<file path="src/include/fp_sqrt_defines.svh">
// Binary32 field widths and the root iteration count
`ifndef FP_SQRT_DEFINES_SVH
`define FP_SQRT_DEFINES_SVH

// Exponent and stored significand widths of IEEE-754 binary32
`define FP_EXP_W 8
`define FP_SIG_W 23

// One root bit per iteration, hidden bit included
`define SQRT_ITER 24

`endif

</file>
<file path="src/verilog/fp_sqrt_pkg.sv">
// Float and round-bit types, canonical NaN constant and square-root FSM states
package fp_sqrt_pkg;

    `include "fp_sqrt_defines.svh"

    // Single precision operand split into its three fields
    typedef struct packed {
        logic                 sign;
        logic [`FP_EXP_W-1:0] exponent;
        logic [`FP_SIG_W-1:0] significand;
    } float32_t;

    // Bits below the result LSB, in order of weight
    typedef struct packed {
        logic guard;
        logic round;
        logic sticky;
    } round_bits_t;

    // Quiet NaN returned for every invalid operation
    localparam float32_t CANONICAL_NAN = '{
        sign:        1'b0,
        exponent:    '1,
        significand: {1'b1, {(`FP_SIG_W - 1){1'b0}}}
    };

    // Control states of the square-root unit
    typedef enum logic [1:0] {
        IDLE,
        SQRT,
        VALID
    } sqrt_state_t;

endpackage : fp_sqrt_pkg

</file>
<file path="src/verilog/count_leading_zeros.sv">
// Parameterized combinational leading-zero counter built from halving priority stages
`timescale 1ns/1ns

module count_leading_zeros #(
    parameter int  CLZ_W = 24,
    localparam int CNT_W = $clog2(CLZ_W + 1)
) (
    input  logic [CLZ_W-1:0] operand_i,
    output logic [CNT_W-1:0] lz_count_o,
    output logic             is_all_zero_o
);

    // The operand is left aligned in a power-of-two window
    localparam int LEVELS = $clog2(CLZ_W);
    localparam int PAD_W  = 1 << LEVELS;

    logic [PAD_W-1:0]  window;
    logic [LEVELS-1:0] tree_cnt;

    // Each stage looks at the upper half of what is left of the window.
    // When that half is all zero its width is a bit of the count and it is shifted out
    always_comb begin
        window   = PAD_W'(operand_i) << (PAD_W - CLZ_W);
        tree_cnt = '0;
        for (int lvl = LEVELS - 1; lvl >= 0; lvl--) begin
            if ((window >> (PAD_W - (1 << lvl))) == '0) begin
                tree_cnt[lvl] = 1'b1;
                window        = window << (1 << lvl);
            end
        end
    end

    assign is_all_zero_o = operand_i == '0;

    // The tree saturates on a zero operand, so the full width is reported instead
    assign lz_count_o = is_all_zero_o ? CNT_W'(CLZ_W) : CNT_W'(tree_cnt);

endmodule : count_leading_zeros

</file>
<file path="src/verilog/non_restoring_square_root.sv">
// Sequential non-restoring integer square root, one root bit per enabled cycle
`timescale 1ns/1ns

module non_restoring_square_root #(
    parameter int RADICAND_W = 48
) (
    input  logic                    clk_i,
    input  logic                    clk_en_i,
    input  logic                    rst_n_i,
    input  logic                    data_valid_i,
    input  logic [RADICAND_W-1:0]   radicand_i,
    output logic [RADICAND_W/2-1:0] root_o,
    output logic [RADICAND_W/2:0]   remainder_o,
    output logic                    data_valid_o,
    output logic                    idle_o
);

    localparam int ROOT_W = RADICAND_W / 2;
    localparam int REM_W  = ROOT_W + 2;
    localparam int CNT_W  = $clog2(ROOT_W + 1);

    // Iteration state
    logic                  busy_q;
    logic [CNT_W-1:0]      iter_cnt_q;
    logic [RADICAND_W-1:0] rad_q;
    logic [REM_W-1:0]      rem_q;
    logic [ROOT_W-1:0]     root_q;

    // One iteration step
    logic                  start;
    logic                  last_iter;
    logic [RADICAND_W-1:0] rad_src;
    logic [REM_W-1:0]      rem_src;
    logic [ROOT_W-1:0]     root_src;
    logic [REM_W-1:0]      rem_shifted;
    logic [REM_W-1:0]      rem_next;
    logic [ROOT_W-1:0]     root_next;
    logic [REM_W-1:0]      rem_fixed;

    // A strobe while busy is dropped
    assign start  = data_valid_i & ~busy_q;
    assign idle_o = ~busy_q;

    // The load cycle already runs the first iteration, so the counter only covers the rest
    assign last_iter = busy_q & (iter_cnt_q == CNT_W'(1));

    // ----------------------------------------------------------------------
    // Iteration datapath
    // ----------------------------------------------------------------------

    always_comb begin
        // On the start cycle the step works straight from the new radicand
        rad_src  = start ? radicand_i : rad_q;
        rem_src  = start ? '0 : rem_q;
        root_src = start ? '0 : root_q;

        // Bring down the next two radicand bits
        rem_shifted = {rem_src[REM_W-3:0], rad_src[RADICAND_W-1 -: 2]};

        // A positive partial remainder subtracts 4Q+1, a negative one adds 4Q+3
        if (!rem_src[REM_W-1]) begin
            rem_next = rem_shifted - REM_W'({root_src, 2'b01});
        end else begin
            rem_next = rem_shifted + REM_W'({root_src, 2'b11});
        end

        // The new root bit is set when the remainder stayed non-negative
        root_next = {root_src[ROOT_W-2:0], ~rem_next[REM_W-1]};

        // A final negative remainder is brought back by adding 2Q+1
        if (rem_next[REM_W-1]) begin
            rem_fixed = rem_next + REM_W'({root_next, 1'b1});
        end else begin
            rem_fixed = rem_next;
        end
    end

    // ----------------------------------------------------------------------
    // Control and result registers
    // ----------------------------------------------------------------------

    always_ff @(posedge clk_i) begin
        if (!rst_n_i) begin
            busy_q       <= 1'b0;
            iter_cnt_q   <= '0;
            data_valid_o <= 1'b0;
        end else if (clk_en_i) begin
            data_valid_o <= 1'b0;
            if (start) begin
                busy_q     <= 1'b1;
                iter_cnt_q <= CNT_W'(ROOT_W - 1);
            end else if (busy_q) begin
                iter_cnt_q <= iter_cnt_q - CNT_W'(1);
                if (last_iter) begin
                    busy_q       <= 1'b0;
                    data_valid_o <= 1'b1;
                end
            end
        end
    end

    always_ff @(posedge clk_i) begin
        if (clk_en_i && (start || busy_q)) begin
            rad_q  <= rad_src << 2;
            rem_q  <= rem_next;
            root_q <= root_next;
            // Outputs hold the last result until the next operation ends
            if (last_iter) begin
                root_o      <= root_next;
                remainder_o <= rem_fixed[ROOT_W:0];
            end
        end
    end

endmodule : non_restoring_square_root

</file>
<file path="src/verilog/floating_point_square_root.sv">
// Square-root control FSM with classification, normalization and round-bit generation
`timescale 1ns/1ns
`include "fp_sqrt_defines.svh"

module floating_point_square_root #(
    parameter int RADICAND_W = 48,
    parameter int CLZ_W      = 24
) (
    input  logic                     clk_i,
    input  logic                     clk_en_i,
    input  logic                     rst_n_i,
    input  fp_sqrt_pkg::float32_t    radicand_i,
    input  logic                     data_valid_i,
    output fp_sqrt_pkg::float32_t    unrounded_o,
    output fp_sqrt_pkg::round_bits_t round_bits_o,
    output logic                     invalid_o,
    output logic                     bypass_o,
    output logic                     data_valid_o
);

    import fp_sqrt_pkg::*;

    localparam int LZ_W   = $clog2(CLZ_W + 1);
    localparam int EXP_W  = `FP_EXP_W + 2;
    localparam int SIG_W  = CLZ_W + 1;
    localparam int ROOT_W = `SQRT_ITER;
    localparam int CMP_W  = ROOT_W + 2;

    // ----------------------------------------------------------------------
    // Classification and normalization of the incoming operand
    // ----------------------------------------------------------------------

    logic exp_zero;
    logic exp_ones;
    logic sig_zero;
    logic is_zero;
    logic is_pos_inf;
    logic is_nan;
    logic is_negative;

    assign exp_zero    = radicand_i.exponent == '0;
    assign exp_ones    = radicand_i.exponent == '1;
    assign sig_zero    = radicand_i.significand == '0;
    assign is_pos_inf  = exp_ones & sig_zero & ~radicand_i.sign;
    assign is_nan      = exp_ones & ~sig_zero;
    // Negative zero is not negative for a square root
    assign is_negative = radicand_i.sign & ~is_zero;

    logic [CLZ_W-1:0] full_sig;
    logic [LZ_W-1:0]  lz_count;
    logic [CLZ_W-1:0] norm_sig;
    logic [EXP_W-1:0] unbiased_exp;
    logic [EXP_W-1:0] even_exp;
    logic [SIG_W-1:0] even_sig;

    // Hidden bit is set for normal numbers only
    assign full_sig = {~exp_zero, radicand_i.significand};

    count_leading_zeros #(
        .CLZ_W(CLZ_W)
    ) u_clz (
        .operand_i    (full_sig),
        .lz_count_o   (lz_count),
        .is_all_zero_o(is_zero)
    );

    // Normals have no leading zeros, so the shift only moves subnormals
    assign norm_sig = full_sig << lz_count;

    // Subnormals sit at exponent -126 and lose one more for every leading zero
    always_comb begin
        if (exp_zero) begin
            unbiased_exp = EXP_W'(-126) - EXP_W'(lz_count);
        end else begin
            unbiased_exp = EXP_W'(radicand_i.exponent) - EXP_W'(127);
        end
    end

    // An odd exponent loses one and the significand doubles in exchange
    assign even_exp = {unbiased_exp[EXP_W-1:1], 1'b0};
    assign even_sig = unbiased_exp[0] ? {norm_sig, 1'b0} : {1'b0, norm_sig};

    // ----------------------------------------------------------------------
    // Control FSM
    // ----------------------------------------------------------------------

    sqrt_state_t state_q;
    sqrt_state_t state_d;
    logic        start_q;
    logic        capture;
    logic        core_idle;
    logic        core_valid;

    assign capture = (state_q == IDLE) & data_valid_i & core_idle;

    always_comb begin
        state_d = state_q;
        case (state_q)
            IDLE: begin
                if (capture) begin
                    state_d = SQRT;
                end
            end
            SQRT: begin
                if (core_valid) begin
                    state_d = VALID;
                end
            end
            VALID: begin
                state_d = IDLE;
            end
            default: begin
                state_d = IDLE;
            end
        endcase
    end

    // The core start pulse trails the capture by one enabled cycle
    always_ff @(posedge clk_i) begin
        if (!rst_n_i) begin
            state_q <= IDLE;
            start_q <= 1'b0;
        end else if (clk_en_i) begin
            state_q <= state_d;
            start_q <= capture;
        end
    end

    // ----------------------------------------------------------------------
    // Operand latch, root core and round bits
    // ----------------------------------------------------------------------

    float32_t               operand_q;
    logic                   invalid_q;
    logic                   bypass_q;
    logic [EXP_W-1:0]       exp_q;
    logic [SIG_W-1:0]       sig_q;
    logic [`FP_SIG_W-1:0]   root_q;
    round_bits_t            round_q;
    logic [RADICAND_W-1:0]  core_radicand;
    logic [ROOT_W-1:0]      core_root;
    logic [ROOT_W:0]        core_rem;

    // The even significand goes to the top of the radicand so the root has ROOT_W bits
    assign core_radicand = RADICAND_W'(sig_q) << (RADICAND_W - SIG_W);

    non_restoring_square_root #(
        .RADICAND_W(RADICAND_W)
    ) u_core (
        .clk_i       (clk_i),
        .clk_en_i    (clk_en_i),
        .rst_n_i     (rst_n_i),
        .data_valid_i(start_q),
        .radicand_i  (core_radicand),
        .root_o      (core_root),
        .remainder_o (core_rem),
        .data_valid_o(core_valid),
        .idle_o      (core_idle)
    );

    logic [CMP_W-1:0] rem_ext;
    logic [CMP_W-1:0] root_ext;
    logic [CMP_W-1:0] half_root;
    logic [CMP_W-1:0] upper_thresh;
    logic             guard_bit;
    logic             round_bit;
    logic             sticky_bit;

    assign rem_ext      = CMP_W'(core_rem);
    assign root_ext     = CMP_W'(core_root);
    assign half_root    = root_ext >> 1;
    assign upper_thresh = root_ext + half_root + CMP_W'(core_root[0]);

    // With R = Q*Q + rem, the fraction of the root passes one half when rem exceeds Q.
    // The quarter points sit at Q/2 and 3Q/2 after integer rounding of the bounds
    assign guard_bit  = rem_ext > root_ext;
    assign round_bit  = guard_bit ? (rem_ext > upper_thresh) : (rem_ext > half_root);
    // An integer that is not a perfect square has an irrational root
    assign sticky_bit = rem_ext != '0;

    always_ff @(posedge clk_i) begin
        if (clk_en_i) begin
            if (capture) begin
                operand_q <= radicand_i;
                invalid_q <= is_nan | is_negative;
                bypass_q  <= is_zero | is_pos_inf | is_nan | is_negative;
                exp_q     <= even_exp;
                sig_q     <= even_sig;
            end
            if ((state_q == SQRT) && core_valid) begin
                root_q  <= core_root[`FP_SIG_W-1:0];
                round_q <= '{guard: guard_bit, round: round_bit, sticky: sticky_bit};
            end
        end
    end

    // ----------------------------------------------------------------------
    // Unrounded result
    // ----------------------------------------------------------------------

    logic [EXP_W-1:0] result_exp;

    // Arithmetic halving of the even exponent, then the bias goes back on
    assign result_exp = {exp_q[EXP_W-1], exp_q[EXP_W-1:1]} + EXP_W'(127);

    always_comb begin
        if (invalid_q) begin
            unrounded_o = CANONICAL_NAN;
        end else if (bypass_q) begin
            unrounded_o = operand_q;
        end else begin
            unrounded_o.sign        = 1'b0;
            unrounded_o.exponent    = result_exp[`FP_EXP_W-1:0];
            unrounded_o.significand = root_q;
        end
    end

    assign round_bits_o = round_q;
    assign invalid_o    = invalid_q;
    assign bypass_o     = bypass_q;
    assign data_valid_o = state_q == VALID;

endmodule : floating_point_square_root

</file>
<file path="src/verilog/fp_rounding_stage.sv">
// Round-to-nearest-even register stage with invalid and inexact flags
`timescale 1ns/1ns
`include "fp_sqrt_defines.svh"

module fp_rounding_stage (
    input  logic                     clk_i,
    input  logic                     clk_en_i,
    input  logic                     rst_n_i,
    input  fp_sqrt_pkg::float32_t    unrounded_i,
    input  fp_sqrt_pkg::round_bits_t round_bits_i,
    input  logic                     invalid_i,
    input  logic                     bypass_i,
    input  logic                     data_valid_i,
    output fp_sqrt_pkg::float32_t    result_o,
    output logic                     data_valid_o,
    output logic                     invalid_operation_o,
    output logic                     inexact_o
);

    import fp_sqrt_pkg::*;

    localparam int SIG_W = `FP_SIG_W;
    localparam int EXP_W = `FP_EXP_W;

    logic             round_up;
    logic             any_round_bit;
    logic [SIG_W:0]   sig_sum;
    logic [EXP_W-1:0] exp_sum;
    float32_t         rounded;

    // Ties go to the even significand
    assign round_up = round_bits_i.guard &
                      (round_bits_i.round | round_bits_i.sticky | unrounded_i.significand[0]);

    assign any_round_bit = round_bits_i.guard | round_bits_i.round | round_bits_i.sticky;

    // A carry out of the significand leaves it zero and bumps the exponent
    assign sig_sum = {1'b0, unrounded_i.significand} + (SIG_W + 1)'(round_up);
    assign exp_sum = unrounded_i.exponent + EXP_W'(sig_sum[SIG_W]);

    always_comb begin
        if (bypass_i) begin
            rounded = unrounded_i;
        end else begin
            rounded.sign        = unrounded_i.sign;
            rounded.exponent    = exp_sum;
            rounded.significand = sig_sum[SIG_W-1:0];
        end
    end

    // Flags are pulses aligned with the output valid
    always_ff @(posedge clk_i) begin
        if (!rst_n_i) begin
            data_valid_o        <= 1'b0;
            invalid_operation_o <= 1'b0;
            inexact_o           <= 1'b0;
        end else if (clk_en_i) begin
            data_valid_o        <= data_valid_i;
            invalid_operation_o <= data_valid_i & invalid_i;
            inexact_o           <= data_valid_i & ~bypass_i & any_round_bit;
        end
    end

    always_ff @(posedge clk_i) begin
        if (clk_en_i && data_valid_i) begin
            result_o <= rounded;
        end
    end

endmodule : fp_rounding_stage

</file>
<file path="src/verilog/fp_sqrt_top.sv">
// Top level of the square-root unit and its rounding stage
`timescale 1ns/1ns

module fp_sqrt_top #(
    parameter int RADICAND_W = 48,
    parameter int CLZ_W      = 24
) (
    input  logic                  clk_i,
    input  logic                  clk_en_i,
    input  logic                  rst_n_i,
    input  fp_sqrt_pkg::float32_t radicand_i,
    input  logic                  data_valid_i,
    output fp_sqrt_pkg::float32_t result_o,
    output logic                  data_valid_o,
    output logic                  invalid_operation_o,
    output logic                  inexact_o
);

    import fp_sqrt_pkg::*;

    // Unrounded result handed to the rounding stage
    float32_t    unrounded;
    round_bits_t round_bits;
    logic        invalid;
    logic        bypass;
    logic        unrounded_valid;

    floating_point_square_root #(
        .RADICAND_W(RADICAND_W),
        .CLZ_W     (CLZ_W)
    ) u_sqrt (
        .clk_i       (clk_i),
        .clk_en_i    (clk_en_i),
        .rst_n_i     (rst_n_i),
        .radicand_i  (radicand_i),
        .data_valid_i(data_valid_i),
        .unrounded_o (unrounded),
        .round_bits_o(round_bits),
        .invalid_o   (invalid),
        .bypass_o    (bypass),
        .data_valid_o(unrounded_valid)
    );

    fp_rounding_stage u_round (
        .clk_i              (clk_i),
        .clk_en_i           (clk_en_i),
        .rst_n_i            (rst_n_i),
        .unrounded_i        (unrounded),
        .round_bits_i       (round_bits),
        .invalid_i          (invalid),
        .bypass_i           (bypass),
        .data_valid_i       (unrounded_valid),
        .result_o           (result_o),
        .data_valid_o       (data_valid_o),
        .invalid_operation_o(invalid_operation_o),
        .inexact_o          (inexact_o)
    );

endmodule : fp_sqrt_top

</file>
<file path="config.mk">
export PLATFORM = sky130hd
export DESIGN_NAME = fp_sqrt_top
export DESIGN_NICKNAME = d
export VERILOG_FILES = /design/src/verilog/fp_sqrt_pkg.sv /design/src/verilog/count_leading_zeros.sv /design/src/verilog/non_restoring_square_root.sv /design/src/verilog/floating_point_square_root.sv /design/src/verilog/fp_rounding_stage.sv /design/src/verilog/fp_sqrt_top.sv
export VERILOG_INCLUDE_DIRS = /design/src /design/src/include
export SDC_FILE = /design/constraint.sdc
export NUM_CORES = 1
export LEC_CHECK = 0
export BUFFER_PORTS_ARGS = -buffer_cell sky130_fd_sc_hd__buf_2
export CAP_MARGIN = 15
export CORE_MARGIN = 8
export CORE_UTILIZATION = 57
export DETAILED_ROUTE_END_ITERATION = 8
export PLACE_DENSITY = 0.84
export SKIP_CTS_REPAIR_TIMING = 1
export SLEW_MARGIN = 0
export SYNTH_ARGS = -nofsm -noshare
export SYNTH_HDL_FRONTEND = slang
export SYNTH_HIERARCHICAL = 1
export SYNTH_SLANG_ARGS = --single-unit
</file>
<file path="constraint.sdc">
create_clock -name clk_i -period 7 [get_ports clk_i]
set_clock_uncertainty 0.1 [all_clocks]
set_input_delay 2.1 -clock clk_i [delete_from_list [all_inputs] [get_ports clk_i]]
set_output_delay 2.1 -clock clk_i [all_outputs]
set_load 0.02 [all_outputs]
</file>
==> results.cfg <==
[critical_path]
cp-startpoint = u_sqrt/u_core/busy_q
crit_fanout = 49
crit_type = reg -> reg
crit_arrival_ps = 6550
end_kind = flop
r2r-start = u_sqrt/u_core/busy_q
crit_slowest_cell = dfxtp_1
worstPathCellList = nand2b_4 > buf_4 > mux2i_2 > ha_1 > nor2b_1 > o31a_1 > o21ai_0 > nand2_1 > xor2_1 > ha_1 > a21o_1 > a21o_1 > a21oi_1 > o221ai_2 > a2111oi_2 > o31ai_1 > or4_1 > a31oi_1 > xor2_1 > o21ai_1
cp_slowest_stage_delay_ps = 610
start_kind = flop
required_ps = 7210

[die]
core_area_sq_mm = 0.0325
die_w_um = 198
start_util_pct = 57.8
num_rows = 66
io_pins = 71
die_h_um = 198
design.die.area_sq_mm = 0.0391

[run_status]
status = finished clean

[synthesis]
synth_top_area_cell = edfxtp_1
synth_area_leaders = edfxtp_1 43%, ha_1 10%, nand2_1 5.1%
ys_ff_latch = 282
syn-cell-area_sq_mm = 0.0188
synth-async-reset-ratio_pct = 0
ys_warn_count = 6
synth.avg_cell_area_sq_um = 10.3
synth_sequential_area_ratio_pct = 44.3
synth_edf_count = 269
ys_types = 98
syn_inst = 1822
synthFlopType = edfxtp_1
synth_top_area_share_pct = 43.0

[placement]
io_buffer_count = 70
globalplace.congestion = 0.918
dp_slack_ps = 575
place_hpwl_mm = 33.9

[hold_path]
hp-start = u_round/data_valid_o
hold_path_class = reg -> reg

[layout]
layout.nets = 2097
fillCellCount = 2545
drive_gt1_share_pct = 10.8
regArea_sq_mm = 0.00834
layout_commonest_cell = edfxtp_1
area_growth_pct = 10.4
final_core_util_pct = 63.8
diodes = 0
multi_input_area_sq_mm = 0.0101
layout_common_cells = 269 x edfxtp_1, 255 x nand2_1, 153 x ha_1

[global_route]
grt_use_met3_pct = 3.78
grt_pass1_vias = 14308
grt_pass1_wl_mm = 74.1
use_met2_pct = 37.8
grt_max_degree = 64
top_usage_layer = met2
track_usage_pct = 23.2
globalRouteMet1Util_pct = 30.6
overflow = 0
grt_antenna_before_repair = 0

[power]
p_total_mw = 4.83
p_per_area_mw_per_mm2 = 233
irDropWorstVdd_uv = 209
power_leakage_nw = 8.35

[job]
maxCapViolCount = 0

[clock_tree]
root_buffer = clkbuf_16
cts_inserted_buffers = 30
insertion_delay_ps = 580
clk_pin_slew_ps = 60
cts_buffer_depth = 3
clock_sink_count = 282
ctsHtreeMaxLevel = 1
cts_tree = built

[detailed_routing]
ant_nets = 0
drc = 0
routed_wl_mm = 46.4
post_drt_wl_per_cell_um = 19.6
vias_per_cell = 6.19
first_pass_iters = 6
drtIter0Drc = 1336
route.vias.total = 14687

[sta]
hold_viol = 0
period_needed_ps = 6340
fin_ws_ps = 665
fin_setup_tns_ps = 0
drv_slew = 0
rsz0062_at_grt = no
post-route-period-util_pct = 90.5
holdWs_ps = 385
fmax_mhz = 158
setup_viol_count_final = 0
slew_headroom_pct = 41.1
tightest_slew_ps = 862
[per-stage QoR]
stage / std cells / instance area (sq um)
after global routing: 2372 / 20800
after CTS: 2372 / 20800
after global placement: 2317 / 19800
after detailed placement: 2317 / 19800
after floorplan: 1844 / 18900
final: 2372 / 20800
[per-layer routing]
metal  vias up  wire length, um
met5         -                0
met4         0             1670
met3       123             4040
met2       665            21400
met1      6995            19200
li1       6904                -
[final timing paths]
kind | slack [ps] | endpoint | cells past startpoint
hold / removal | 380 | u_round/data_valid_o | 2
hold reg to reg | 380 | u_round/data_valid_o | 2
setup / recovery | 660 | u_sqrt/u_core/remainder_o[23] | 20
setup reg to reg | 660 | u_sqrt/u_core/remainder_o[23] | 20
[report_power, final]
group	switching, mW	internal, mW
Clock	0.663	0.937
Sequential	0.0237	1.96
Combinational	0.763	0.482
[cells by family after synthesis]
group / Yosys count / share of synthesized area [%]
compound gates: 377 / 13.4
mux: 89 / 5.83
fa+ha+maj: 154 / 10.3
buf+inv: 123 / 2.61
flops: 282 / 44.3
simple gates: 669 / 17.6
other cells: 1 / 0.0199
xor+xnor: 127 / 5.95
[worst max-delay path, delay by kind of cell, from the launching register on]
family	cells	cell delay, ps
XOR/XNOR	2	540
flip-flops	1	610
adder cells (fa/ha/maj)	2	720
multiplexers	1	560
AND/OR/NAND/NOR	4	910
AO/OA/AOI/OAI	10	2180
buffers and inverters	1	450
[cells in the mapped netlist, types with 9 or more instances]
master      n
a211o_1     9
a211oi_1   15
a21o_1     47
a21oi_1   106
a31oi_1    13
and2_1     61
and3_1     16
clkbuf_1   45
dfxtp_1    13
edfxtp_1  269
ha_1      153
inv_1      61
mux2i_1    64
mux4_2     15
nand2_1   255
nand2b_1   25
nand3_1    37
nand4_1    30
nor2_1    123
nor2b_1    22
nor3_1     25
nor4_1     20
o21a_1     19
o21ai_0    72
o21ai_1     9
o21bai_1    9
xnor2_1    56
xor2_1     70
[final cells by class]
cell class	count	share of cell area [%]
Inverter	62	1.15
Timing Repair Buffer	92	2.60
Clock buffer	34	3.69
Multi-Input combinational cell	1439	48.6
Sequential cell	282	40.2
Clock inverter	21	1.11
Tap cell	442	2.66
[state kept, by name, summed over array words and instances, names as in the netlist, 2 cells and up]
register,count
u_sqrt/u_core/rad_q,46
u_sqrt/round_bits_o,3
u_sqrt/exp_q,8
u_sqrt/u_core/rem_q,25
u_sqrt/root_q,23
u_round/result_o,32
u_sqrt/operand_q,32
u_sqrt/u_core/iter_cnt_q,5
u_sqrt/u_core/root_q,24
u_sqrt/u_core/remainder_o,25
u_sqrt/state_q,2
u_sqrt/sig_q,25
u_sqrt/u_core/root_o,24
Note: power is estimated with default switching activity, not from simulation.
